File: src/common/cpu_pkg.sv
// cpu package
// shared widths, instruction field codes, ALU operations and exception codes
// for the three-stage MIPS32 subset pipeline

`default_nettype none

package cpu_pkg;

    typedef logic [31:0] word_t;        // data, results and program counter
    typedef logic [31:0] instr_t;       // raw instruction word
    typedef logic [4:0]  reg_addr_t;    // register index
    typedef logic [2:0]  alu_op_t;      // ALU operation select
    typedef logic [1:0]  exc_code_t;    // exception reported on commit

    // ALU operations
    localparam alu_op_t ALU_ADD = 3'd0;     // also used by addi
    localparam alu_op_t ALU_SUB = 3'd1;
    localparam alu_op_t ALU_AND = 3'd2;
    localparam alu_op_t ALU_OR  = 3'd3;
    localparam alu_op_t ALU_SLT = 3'd4;     // signed compare

    // exception codes, first one detected wins
    localparam exc_code_t EXC_NONE       = 2'd0;
    localparam exc_code_t EXC_ILLEGAL    = 2'd1;   // decode
    localparam exc_code_t EXC_OVERFLOW   = 2'd2;   // execute
    localparam exc_code_t EXC_ZERO_WRITE = 2'd3;   // writeback

    // opcode field, bits 31:26
    localparam logic [5:0] OPC_RTYPE = 6'h00;
    localparam logic [5:0] OPC_ADDI  = 6'h08;

    // function field of R-type, bits 5:0
    localparam logic [5:0] FUNCT_ADD = 6'h20;
    localparam logic [5:0] FUNCT_SUB = 6'h22;
    localparam logic [5:0] FUNCT_AND = 6'h24;
    localparam logic [5:0] FUNCT_OR  = 6'h25;
    localparam logic [5:0] FUNCT_SLT = 6'h2A;

    localparam reg_addr_t REG_ZERO = 5'd0;  // hard-wired zero register

endpackage

`default_nettype wire

File: src/execute/alu.sv
// integer ALU
// add, sub, and, or and signed set-less-than, with signed overflow
// reported for add and sub

`timescale 1ns/100ps
`default_nettype none

module alu
    import cpu_pkg::*;
(
    input  wire alu_op_t op,
    input  wire word_t   a,
    input  wire word_t   b,
    output word_t        result,
    output logic         overflow
);

    word_t sum;
    word_t diff;
    logic  add_ovf;
    logic  sub_ovf;
    logic  less;

    assign sum  = a + b;
    assign diff = a - b;

    // same signs in, different sign out
    assign add_ovf = (a[31] == b[31]) && (sum[31] != a[31]);
    // different signs in, result sign differs from a
    assign sub_ovf = (a[31] != b[31]) && (diff[31] != a[31]);

    assign less = ($signed(a) < $signed(b));

    always_comb
    begin
        overflow = 1'b0;
        case (op)
            ALU_ADD:
            begin
                result   = sum;
                overflow = add_ovf;
            end
            ALU_SUB:
            begin
                result   = diff;
                overflow = sub_ovf;
            end
            ALU_AND: result = a & b;
            ALU_OR:  result = a | b;
            ALU_SLT: result = {31'd0, less};
            default: result = '0;
        endcase
    end

endmodule

`default_nettype wire

File: src/decode/reg_file.sv
// register file
// 32 registers, two read ports with write-through, one write port;
// register zero always reads zero

`timescale 1ns/100ps
`default_nettype none

module reg_file
    import cpu_pkg::*;
(
    input  wire logic      SYS_clk,
    input  wire logic      SYS_reset,
    input  wire reg_addr_t rd_addr_a,
    input  wire reg_addr_t rd_addr_b,
    output word_t          rd_data_a,
    output word_t          rd_data_b,
    input  wire logic      wr_en,
    input  wire reg_addr_t wr_addr,
    input  wire word_t     wr_data
);

    word_t regs [32];

    always_ff @(posedge SYS_clk or posedge SYS_reset)
    begin
        if (SYS_reset)
        begin
            for (int i = 0; i < 32; i++)
                regs[i] <= '0;
        end
        else if (wr_en && (wr_addr != REG_ZERO))
            regs[wr_addr] <= wr_data;
    end

    // same-cycle write is seen by decode
    assign rd_data_a = (rd_addr_a == REG_ZERO) ? '0 :
                       (wr_en && (wr_addr == rd_addr_a)) ? wr_data : regs[rd_addr_a];
    assign rd_data_b = (rd_addr_b == REG_ZERO) ? '0 :
                       (wr_en && (wr_addr == rd_addr_b)) ? wr_data : regs[rd_addr_b];

    // writeback turns such writes into an exception
    a_no_zero_write: assert property (@(posedge SYS_clk) disable iff (SYS_reset)
        wr_en |-> (wr_addr != REG_ZERO));

endmodule

`default_nettype wire

File: src/decode/decode_stage.sv
// decode stage
// accepts instructions from the input stream, numbers them with the PC,
// decodes them for execute and stalls on a dependency with execute

`timescale 1ns/100ps
`default_nettype none

module decode_stage
    import cpu_pkg::*;
#(
    parameter word_t RESET_PC = 32'h0040_0000
)
(
    input  wire logic      SYS_clk,
    input  wire logic      SYS_reset,
    input  wire logic      instr_valid,
    input  wire instr_t    instr,
    output logic           instr_ready,
    input  wire logic      ex_advance,
    input  wire reg_addr_t x_dest,
    input  wire logic      x_write,
    input  wire logic      x_valid,
    output reg_addr_t      rd_addr_a,
    output reg_addr_t      rd_addr_b,
    input  wire word_t     rd_data_a,
    input  wire word_t     rd_data_b,
    output logic           d_valid,
    output word_t          d_pc,
    output alu_op_t        d_op,
    output word_t          d_src_a,
    output word_t          d_src_b,
    output word_t          d_imm,
    output logic           d_use_imm,
    output reg_addr_t      d_dest,
    output logic           d_write,
    output exc_code_t      d_exc
);

    instr_t     instr_q;        // held instruction
    word_t      pc_q;           // its PC
    word_t      next_pc;        // PC for the next accepted instruction
    logic       dec_valid;
    logic       hazard;
    logic       dec_move;
    logic       legal;
    logic       is_rtype;
    logic [5:0] opcode;
    logic [5:0] funct;
    reg_addr_t  rs;
    reg_addr_t  rt;
    reg_addr_t  rd;

    assign opcode   = instr_q[31:26];
    assign rs       = instr_q[25:21];
    assign rt       = instr_q[20:16];
    assign rd       = instr_q[15:11];
    assign funct    = instr_q[5:0];
    assign is_rtype = (opcode == OPC_RTYPE);

    // rt only counts as a source for R-type
    assign hazard = dec_valid && x_valid && x_write &&
                    ((x_dest == rs) || (is_rtype && (x_dest == rt)));

    assign dec_move    = dec_valid && ex_advance && !hazard;
    assign instr_ready = !dec_valid || dec_move;

    always_ff @(posedge SYS_clk or posedge SYS_reset)
    begin
        if (SYS_reset)
        begin
            dec_valid <= 1'b0;
            next_pc   <= RESET_PC;
        end
        else if (instr_valid && instr_ready)
        begin
            dec_valid <= 1'b1;
            next_pc   <= next_pc + 32'd4;
        end
        else if (dec_move)
            dec_valid <= 1'b0;
    end

    always_ff @(posedge SYS_clk)
    begin
        if (instr_valid && instr_ready)
        begin
            instr_q <= instr;
            pc_q    <= next_pc;
        end
    end

    always_comb
    begin
        legal     = 1'b1;
        d_op      = ALU_ADD;
        d_use_imm = 1'b0;
        if (is_rtype)
        begin
            case (funct)
                FUNCT_ADD: d_op = ALU_ADD;
                FUNCT_SUB: d_op = ALU_SUB;
                FUNCT_AND: d_op = ALU_AND;
                FUNCT_OR:  d_op = ALU_OR;
                FUNCT_SLT: d_op = ALU_SLT;
                default:   legal = 1'b0;    // unknown function code
            endcase
        end
        else if (opcode == OPC_ADDI)
            d_use_imm = 1'b1;
        else
            legal = 1'b0;                   // unsupported opcode
    end

    assign rd_addr_a = rs;
    assign rd_addr_b = rt;

    assign d_valid = dec_valid && !hazard;  // bubble while stalled
    assign d_pc    = pc_q;
    assign d_src_a = rd_data_a;
    assign d_src_b = rd_data_b;
    assign d_imm   = {{16{instr_q[15]}}, instr_q[15:0]};
    assign d_dest  = is_rtype ? rd : rt;
    assign d_write = legal;
    assign d_exc   = legal ? EXC_NONE : EXC_ILLEGAL;

    // an interlock stall lasts one cycle once execute moves on
    a_stall_one_cycle: assert property (@(posedge SYS_clk) disable iff (SYS_reset)
        hazard && ex_advance |=> !hazard);

endmodule

`default_nettype wire

File: src/execute/execute_stage.sv
// execute stage
// registers the decoded instruction, picks operand B and runs the ALU;
// signed overflow turns into an exception when none is pending

`timescale 1ns/100ps
`default_nettype none

module execute_stage
    import cpu_pkg::*;
(
    input  wire logic      SYS_clk,
    input  wire logic      SYS_reset,
    input  wire logic      wb_advance,
    output logic           ex_advance,
    input  wire logic      d_valid,
    input  wire word_t     d_pc,
    input  wire alu_op_t   d_op,
    input  wire word_t     d_src_a,
    input  wire word_t     d_src_b,
    input  wire word_t     d_imm,
    input  wire logic      d_use_imm,
    input  wire reg_addr_t d_dest,
    input  wire logic      d_write,
    input  wire exc_code_t d_exc,
    output logic           x_valid,
    output word_t          x_pc,
    output word_t          x_result,
    output reg_addr_t      x_dest,
    output logic           x_write,
    output exc_code_t      x_exc
);

    alu_op_t   op_q;
    word_t     src_a_q;
    word_t     src_b_q;
    word_t     imm_q;
    logic      use_imm_q;
    logic      write_q;
    exc_code_t exc_q;
    word_t     operand_b;
    logic      overflow;

    assign ex_advance = wb_advance;     // single advance decision per boundary

    always_ff @(posedge SYS_clk or posedge SYS_reset)
    begin
        if (SYS_reset)
            x_valid <= 1'b0;
        else if (wb_advance)
            x_valid <= d_valid;
    end

    always_ff @(posedge SYS_clk)
    begin
        if (wb_advance)
        begin
            x_pc      <= d_pc;
            op_q      <= d_op;
            src_a_q   <= d_src_a;
            src_b_q   <= d_src_b;
            imm_q     <= d_imm;
            use_imm_q <= d_use_imm;
            x_dest    <= d_dest;
            write_q   <= d_write;
            exc_q     <= d_exc;
        end
    end

    assign operand_b = use_imm_q ? imm_q : src_b_q;    // addi takes the immediate

    alu alu_i (
        .op       (op_q),
        .a        (src_a_q),
        .b        (operand_b),
        .result   (x_result),
        .overflow (overflow)
    );

    // an earlier exception is kept as is
    assign x_exc   = (exc_q != EXC_NONE) ? exc_q :
                     overflow ? EXC_OVERFLOW : EXC_NONE;
    assign x_write = write_q && (x_exc == EXC_NONE);

endmodule

`default_nettype wire

File: src/hw/writeback_stage.sv
// writeback stage
// holds a finished instruction until commit, flags writes to register zero
// and drives the register file write port on the commit transfer

`timescale 1ns/100ps
`default_nettype none

module writeback_stage
    import cpu_pkg::*;
(
    input  wire logic      SYS_clk,
    input  wire logic      SYS_reset,
    input  wire logic      x_valid,
    input  wire word_t     x_pc,
    input  wire word_t     x_result,
    input  wire reg_addr_t x_dest,
    input  wire logic      x_write,
    input  wire exc_code_t x_exc,
    output logic           wb_advance,
    output logic           commit_valid,
    input  wire logic      commit_ready,
    output word_t          commit_pc,
    output reg_addr_t      commit_dest,
    output word_t          commit_data,
    output logic           commit_write,
    output exc_code_t      commit_exc,
    output logic           wr_en,
    output reg_addr_t      wr_addr,
    output word_t          wr_data
);

    logic      write_q;
    exc_code_t exc_q;

    assign wb_advance = !commit_valid || commit_ready;     // empty or committing

    always_ff @(posedge SYS_clk or posedge SYS_reset)
    begin
        if (SYS_reset)
            commit_valid <= 1'b0;
        else if (wb_advance)
            commit_valid <= x_valid;
    end

    always_ff @(posedge SYS_clk)
    begin
        if (wb_advance)
        begin
            commit_pc   <= x_pc;
            commit_data <= x_result;
            commit_dest <= x_dest;
            write_q     <= x_write;
            exc_q       <= x_exc;
        end
    end

    assign commit_exc   = (exc_q != EXC_NONE) ? exc_q :
                          (write_q && (commit_dest == REG_ZERO)) ? EXC_ZERO_WRITE : EXC_NONE;
    assign commit_write = write_q && (commit_exc == EXC_NONE);

    assign wr_en   = commit_valid && commit_ready && commit_write;
    assign wr_addr = commit_dest;
    assign wr_data = commit_data;

    // held commit must not change until taken
    a_commit_stable: assert property (@(posedge SYS_clk) disable iff (SYS_reset)
        commit_valid && !commit_ready |=> commit_valid && $stable(commit_pc) &&
        $stable(commit_dest) && $stable(commit_data) && $stable(commit_write) &&
        $stable(commit_exc));

endmodule

`default_nettype wire

File: src/hw/pipeline_core.sv
// pipeline core
// three-stage MIPS32 subset pipeline: decode, execute and writeback,
// with the register file read from decode and written at commit

`timescale 1ns/100ps
`default_nettype none

module pipeline_core
    import cpu_pkg::*;
#(
    parameter word_t RESET_PC = 32'h0040_0000
)
(
    input  wire logic      SYS_clk,
    input  wire logic      SYS_reset,
    input  wire logic      instr_valid,
    input  wire instr_t    instr,
    output logic           instr_ready,
    output logic           commit_valid,
    input  wire logic      commit_ready,
    output word_t          commit_pc,
    output reg_addr_t      commit_dest,
    output word_t          commit_data,
    output logic           commit_write,
    output exc_code_t      commit_exc
);

    // decode to execute
    logic      d_valid;
    word_t     d_pc;
    alu_op_t   d_op;
    word_t     d_src_a;
    word_t     d_src_b;
    word_t     d_imm;
    logic      d_use_imm;
    reg_addr_t d_dest;
    logic      d_write;
    exc_code_t d_exc;

    // execute to writeback
    logic      x_valid;
    word_t     x_pc;
    word_t     x_result;
    reg_addr_t x_dest;
    logic      x_write;
    exc_code_t x_exc;

    // back-pressure
    logic      wb_advance;
    logic      ex_advance;

    // register file ports
    reg_addr_t rd_addr_a;
    reg_addr_t rd_addr_b;
    word_t     rd_data_a;
    word_t     rd_data_b;
    logic      wr_en;
    reg_addr_t wr_addr;
    word_t     wr_data;

    decode_stage #(
        .RESET_PC (RESET_PC)
    ) decode_stage_i (.*);

    reg_file reg_file_i (.*);

    execute_stage execute_stage_i (.*);

    writeback_stage writeback_stage_i (.*);

endmodule

`default_nettype wire

File: config.mk
export PLATFORM = sky130hd
export DESIGN_NAME = pipeline_core
export DESIGN_NICKNAME = d
export VERILOG_FILES = /design/src/common/cpu_pkg.sv /design/src/execute/alu.sv /design/src/decode/reg_file.sv /design/src/decode/decode_stage.sv /design/src/execute/execute_stage.sv /design/src/hw/writeback_stage.sv /design/src/hw/pipeline_core.sv
export SDC_FILE = /design/constraint.sdc
export NUM_CORES = 2
export LEC_CHECK = 0
export ABC_CLOCK_PERIOD_IN_PS = 51700
export BUFFER_PORTS_ARGS = -buffer_cell sky130_fd_sc_hd__buf_4
export CORE_MARGIN = 2
export CORE_UTILIZATION = 30
export CTS_CLUSTER_DIAMETER = 120
export DETAILED_ROUTE_END_ITERATION = 10
export GPL_TIMING_DRIVEN = 0
export PLACE_DENSITY = 0.47
export SETUP_SLACK_MARGIN = 0.1
export SYNTH_ARGS = -nofsm -noshare
export SYNTH_HDL_FRONTEND = slang
export SYNTH_HIERARCHICAL = 1
export SYNTH_SLANG_ARGS = --single-unit
File: constraint.sdc
create_clock -name SYS_clk -period 51.7 [get_ports SYS_clk]
set_input_delay 7.755 -clock SYS_clk [delete_from_list [all_inputs] [get_ports SYS_clk]]
set_output_delay 7.755 -clock SYS_clk [all_outputs]
set_load 0.02 [all_outputs]
[Yosys cells after proc, flatten, opt, wreduce, memory -nomap -nowiden]
Index checks and enable logic that the tools add are counted.
Cells by class
  mux-type cells: 26
  equal/unequal tests: 18
  bitwise logic cells: 5
  $lt $le $gt $ge: 5
  add/subtract/negate cells: 3
  reductions and logical operators: 37
Operator list (count)
  1024-bit bitwise mux: 1
  32-bit binary-select mux with 5-bit select: 2
  32-bit two-way mux: 8
  32-bit demux with 5-bit select: 1
  32-bit case mux with 5 select lines: 1
  32-bit by 3-bit adder with 32-bit output, second input constant: 1
  32-bit adder: 1
  32-bit AND: 1
  32-bit less-than comparator: 1
  32-bit OR: 1
  32-bit subtractor: 1
  6-bit == test, second input constant: 5
  5-bit == test: 4
  1-bit logical AND: 19
  6-bit greater-or-equal comparator, second input constant: 3
  5-bit inverter with 6-bit output: 3
  5-bit zero test: 3
  3-bit case mux with 4 select lines: 1
  2-bit two-way mux: 4
  3-bit by 2-bit == test with 1-bit output, second input constant: 2
  6-bit by 4-bit == test with 1-bit output, second input constant: 1
  6-bit zero test: 1
  6-bit by 1-bit less-than comparator with 1-bit output, second input constant: 1
  1-bit two-way mux: 6
  other kinds (13): 22
Word-level totals
  bits of input ports: 36
  register bits after elaboration: 1319
  logic and storage cells: 146

[Depth between registers and ports, before layout]
  depth in word-level cells: 16
  depth in mapped cells: 26

[Modules after synthesis]
Netlist, hierarchy kept.
By module, submodules not included
  reg_file: cells each 3814, area an instance 55150.4 um2, seq. area each 25624.6 um2, times used 1
  execute_stage: cells each 184, area an instance 4819.6 um2, seq. area each 4229.1 um2, times used 1
  alu: cells each 725, area an instance 4778.3 um2, seq. area each 0.0 um2, times used 1
  decode_stage: cells each 357, area an instance 4558.1 um2, seq. area each 2638.8 um2, times used 1
  writeback_stage: cells each 122, area an instance 2558.7 um2, seq. area each 2187.1 um2, times used 1

[Worst setup path after synthesis]
OpenSTA, ideal clock, no wires.
  path type: input port to output port
  start point: in commit_ready
  end point: out instr_ready
  stages: 4
  slack: 30084 ps
  required time: 43945 ps
  arrival: 13861 ps
  path through: nand2b_1 -> buf_4 -> nor2b_1 -> nor2_1
Between the ends
  longest elaborated chain between the ends: 4
Ends and longest elaborated chain
  from (decl): RTL line pipeline_core.sv:20  | input wire logic commit_ready,
  1-bit logical OR: RTL line writeback_stage.sv:35  | assign wb_advance = !commit_valid || commit_ready;
  named net ex_advance: RTL line pipeline_core.sv:50  | logic ex_advance;
  1-bit logical AND (2 in series): RTL line decode_stage.sv:64  | assign dec_move = dec_valid && ex_advance && !hazard;
  1-bit logical OR: RTL line decode_stage.sv:65  | assign instr_ready = !dec_valid || dec_move;
  to (decl): RTL line pipeline_core.sv:18  | output logic instr_ready,
The timed path passes the listed nets, and every way through them passes these cells.

[Final worst setup path]
  start point: in commit_ready
  end point: out instr_ready
Between the ends
  longest elaborated chain between the ends: 4
Ends and longest elaborated chain
  1-bit logical OR: RTL line writeback_stage.sv:35
  named net wb_advance: RTL line pipeline_core.sv:49  | logic wb_advance;
  1-bit logical AND (2 in series): RTL line decode_stage.sv:64
  1-bit logical OR: RTL line decode_stage.sv:65
The timed path passes the listed nets, and every way through them passes these cells.

==> out/summary.md <==
For the sequential element share of the synthesized area, the log shows 48.3%. The run gives 110 as the number of unique standard cell types used by synthesis. The count of nets left with antenna violations after detail routing was 0; the maximum frequency from static timing analysis was 58.0 MHz. The most frequent cell on the critical path is sky130_fd_sc_hd__buf_4.

In this run the worst path has a maximum fanout of 63. Setup repair after global routing left no endpoint under its margin. The hold violation total from the final report is 0, and the count of hold buffers inserted by post-cts repair is 0. In this run the clock root is driven by a sky130_fd_sc_hd__clkbuf_16. STA classifies the critical path startpoint as a primary input. Number of placed instances with taps included: 8505.

For the final instance count without filler cells, the log shows 8804. Yosys mapped a number of flops with a built-in enable equal to 274. The total track usage was 27.0%; the detailed-route wire length was 335 mm. The number of remaining DRC errors came out at 0. The floorplan die area is 243000 µm².

The logs give 18 for the number of violations of the max-capacitance limit and 860 ps for the clock network latency to the later pin of the worst-skew pair. The commonest cells after synthesis are sky130_fd_sc_hd__mux2_2, sky130_fd_sc_hd__dfrtp_1, sky130_fd_sc_hd__mux4_2. After layout, the design draws a total of 0.00288 W. The final-report setup violation count was 0. The synthesized design contains 1331 register bits.

Among all cell types in the netlist, the one instantiated most often is sky130_fd_sc_hd__mux2_2. The first detailed-routing pass took 5 iterations. Standard-cell row count: 179.

In this run the standard cell core region covers 238000 µm². The die is 493 µm wide. Clock tree synthesis inserted a total of 158 buffers. The path type of the worst min-delay path was flip-flop to flip-flop. The clock passes through at most 3 buffers. The minimum setup slack among reg-to-reg paths was 44790 ps. TritonCTS built the clock tree.

The biggest area contributor in the post-synthesis netlist is sky130_fd_sc_hd__dfrtp_1. In the post-synthesis netlist, the biggest area contributors are sky130_fd_sc_hd__dfrtp_1, sky130_fd_sc_hd__mux2_2, sky130_fd_sc_hd__mux4_2. The count of buffers added on input and output ports is 109. In the finished design, the share of the clock period the worst path needs comes to 33.4%. The worst pin sits at a relative slew slack of -10.1%. The fraction of final layout cells with drive strength greater than 1 was 40.6%.

Number of setup buffers added after CTS: 0. The run gives 4 as the number of levels the H-tree was split into. The tools report the hold path startpoint as decode_stage_i/d_pc[11].

The final reports fail on capacitance limit, slew limit. The run gives 165 as the number of pins exceeding their max-slew limit in the final report. The initial utilization of the core area, before any placement, comes to 30.2%. The vertical extent of the die came out at 493 µm. The run finished, with violations left.

The reg-to-reg endpoint is decode_stage_i/next_pc[3]. On the final layout, the worst hold slack is 413 ps. Together, buffers and inverters on the worst path number 4. The first global-routing pass estimated 449 mm of wire.

For this run, asynchronously set or reset flops after synthesis account for 79.4%. For this run, the slowest stage of the critical path takes 580 ps. In this run the worst setup path begins at commit_ready.

Dividing the detail-routed wire length by the instance count gives 38.0 µm. Dividing total power by cell area gives a power density of 34.8 nW/µm². In this run, the number of DRC markers left after iteration 0 of detailed routing was 6738. Averaged over all synthesized cells, the footprint is 13.8 µm².

Summing every instance area after synthesis gives 71900 µm². Among cell families on the critical path, the largest total delay comes from simple AND/OR/NAND/NOR gates. The detailed placement HPWL came out at 236 mm. The slew at the pin with the worst max-slew slack is 1650 ps, and the via density per instance is 5.84. The final route contains 51.4k vias. The tools report the kind of end point of the critical path as an output port.

The logs give 118 for the pin count of the biggest net entering global routing and 34.2 µV for the maximum ir drop on the vdd rail. The run gives 27 as the number of antenna violations at the first check in global routing. The critical path crosses 7 cells after its start point.

For this design the static power due to leakage is 37.1 nW. For the worst flop-to-flop path, the logic depth is 25. The critical path goes through buf_4, nand2b_4, buf_16, buf_4, nor2b_1, nor2_1, buf_4.

For this run the aggregate overflow at the end of global routing stands at 0. The slowest stage of the critical path is the sky130_fd_sc_hd__nand2b_4 cell. The fraction of synthesized cell area taken by the top area cell type is 36.8%. The congestion estimate from routability-driven global placement came to 0.973. Once the clock tree was built, the resizer swapped 0 gates to a different size.

The area growth from synthesis to layout was 15.3%. The clock transition time at the flip-flop clock pins of the worst setup and hold paths is 60 ps, and the critical path data required time is 43950 ps. The tools report the reg-to-reg startpoint as execute_stage_i/use_imm_q.

During synthesis, Yosys emitted a total of 6 warnings. Among all flip-flop cells after synthesis, the most frequent one is sky130_fd_sc_hd__dfrtp_1. Between clock sinks in the finished design, the worst skew comes to 35.6 ps. The number of clock sinks is 1331, and the number of cells produced by synthesis is 5202. The final setup TNS came out at 0 ps. The type of the worst setup path was primary input to output port. Data on the critical path arrives at its endpoint at 9490 ps. The number of global-route vias before repair came out at 50.3k.

The net total in the final layout was 5643. 110 I/O pins were placed. The post-route minimum period is 17250 ps. Endpoint of the worst setup timing path: instr_ready.
-- worst register-to-register path, stage by stage, from the launching register on --
cell,delay (ps)
sky130_fd_sc_hd__edfxtp_1,390
sky130_fd_sc_hd__buf_6,170
sky130_fd_sc_hd__buf_12,170
sky130_fd_sc_hd__mux2_4,340
sky130_fd_sc_hd__inv_1,90
sky130_fd_sc_hd__ha_1,260
sky130_fd_sc_hd__a211oi_1,320
sky130_fd_sc_hd__o31ai_2,160
sky130_fd_sc_hd__nor2_2,200
sky130_fd_sc_hd__o31ai_4,160
sky130_fd_sc_hd__a311oi_2,480
sky130_fd_sc_hd__o21bai_2,200
sky130_fd_sc_hd__a221oi_2,370
sky130_fd_sc_hd__xnor2_1,160
sky130_fd_sc_hd__nor3_1,60
sky130_fd_sc_hd__a31oi_1,180
sky130_fd_sc_hd__nor2_1,100
sky130_fd_sc_hd__nor4b_1,1000
sky130_fd_sc_hd__and3_1,400
sky130_fd_sc_hd__nand4_1,170
sky130_fd_sc_hd__nor4_2,500
sky130_fd_sc_hd__or2_1,190
sky130_fd_sc_hd__buf_6,150
sky130_fd_sc_hd__nor2_4,80
sky130_fd_sc_hd__buf_12,180
sky130_fd_sc_hd__mux2_4,310
-- layout make-up --
cell class              instances  area (µm²)
flip-flops and latches       1331       34700
inverters                     109         417
multi-input cells            3137       33400
diodes                         10        25.0
repair buffers                134        1370
plain buffers                 627        3480
clock inverters                58         966
fillers                     23200      155000
clock buffers                 231        4570
well taps                    3167        3960
-- flip-flops by register name, indices dropped and copies added, names as in the netlist --
signal                          cells
execute_stage_i/src_b_q            32
writeback_stage_i/commit_data      32
decode_stage_i/next_pc             30
writeback_stage_i/exc_q             2
execute_stage_i/use_imm_q           1
decode_stage_i/instr_q             32
reg_file_i/regs                  1024
execute_stage_i/x_pc               32
execute_stage_i/exc_q               2
execute_stage_i/x_valid             1
writeback_stage_i/commit_dest       5
execute_stage_i/x_dest              5
decode_stage_i/d_pc                30
execute_stage_i/imm_q              32
writeback_stage_i/commit_pc        32
execute_stage_i/src_a_q            32
decode_stage_i/dec_valid            1
writeback_stage_i/write_q           1
writeback_stage_i/commit_valid      1
execute_stage_i/write_q             1
execute_stage_i/op_q                3
-- placed cells by master (no fill, tap or decap), types with 113 or more instances in the layout --
master,instances
sky130_fd_sc_hd__mux2_2,1060
sky130_fd_sc_hd__dfrtp_1,1056
sky130_fd_sc_hd__mux4_2,383
sky130_fd_sc_hd__buf_4,280
sky130_fd_sc_hd__edfxtp_1,274
sky130_fd_sc_hd__clkbuf_1,247
sky130_fd_sc_hd__mux2i_1,246
sky130_fd_sc_hd__nor2_1,169
sky130_fd_sc_hd__clkbuf_16,158
sky130_fd_sc_hd__buf_2,143
sky130_fd_sc_hd__nand2_1,120
sky130_fd_sc_hd__o21ai_0,115
sky130_fd_sc_hd__a21oi_1,113
-- power by group --
group,internal [W],leakage (nW),switching (W),total [W]
Clock,0.000697,2.69,0.000499,0.00120
Sequential,0.00112,17.5,0.0000352,0.00115
Combinational,0.000152,16.9,0.000385,0.000537
-- cell families after synthesis --
kind of cell | after synthesis | share of synthesized area, %
AOI/OAI and AO/OA | 660 | 6.46
xor gates and xnor gates | 79 | 0.963
adders and majority gates | 109 | 1.92
buffers and inverters | 736 | 5.37
DFF | 1331 | 48.3
muxes | 1734 | 33.2
other | 1 | 0.00522
and+or+nand+nor | 552 | 3.83
-- routing by layer --
layer | global-route usage (%) | share of wire, %
met1 | 34.8 | 40
met2 | 39.5 | 43
met3 | 9.66 | 11
met4 | 14.6 | 6.3
met5 | 0.215 | 0.031
-- worst min-delay path by stage --
stage,to,cells past startpoint
2_1_floorplan,execute_stage_i/x_pc[10],0
3_3_place_gp,writeback_stage_i/commit_pc[0],0
3_5_place_dp,execute_stage_i/x_pc[11],0
4_1_cts,execute_stage_i/x_pc[17],0
5_1_grt,execute_stage_i/x_pc[11],0
6_report,execute_stage_i/x_pc[11],0
-- metrics by stage --
step	instance area [µm²]	setup WS, ps	util (%)
2_1_floorplan	71900	15130	-
3_3_place_gp	76700	1140	32.2
3_5_place_dp	77300	34410	32.5
4_1_cts	82800	34400	34.8
5_1_grt	82800	34330	34.8
6_report	82800	34450	34.8
Note: power is estimated with default switching activity, not from simulation.
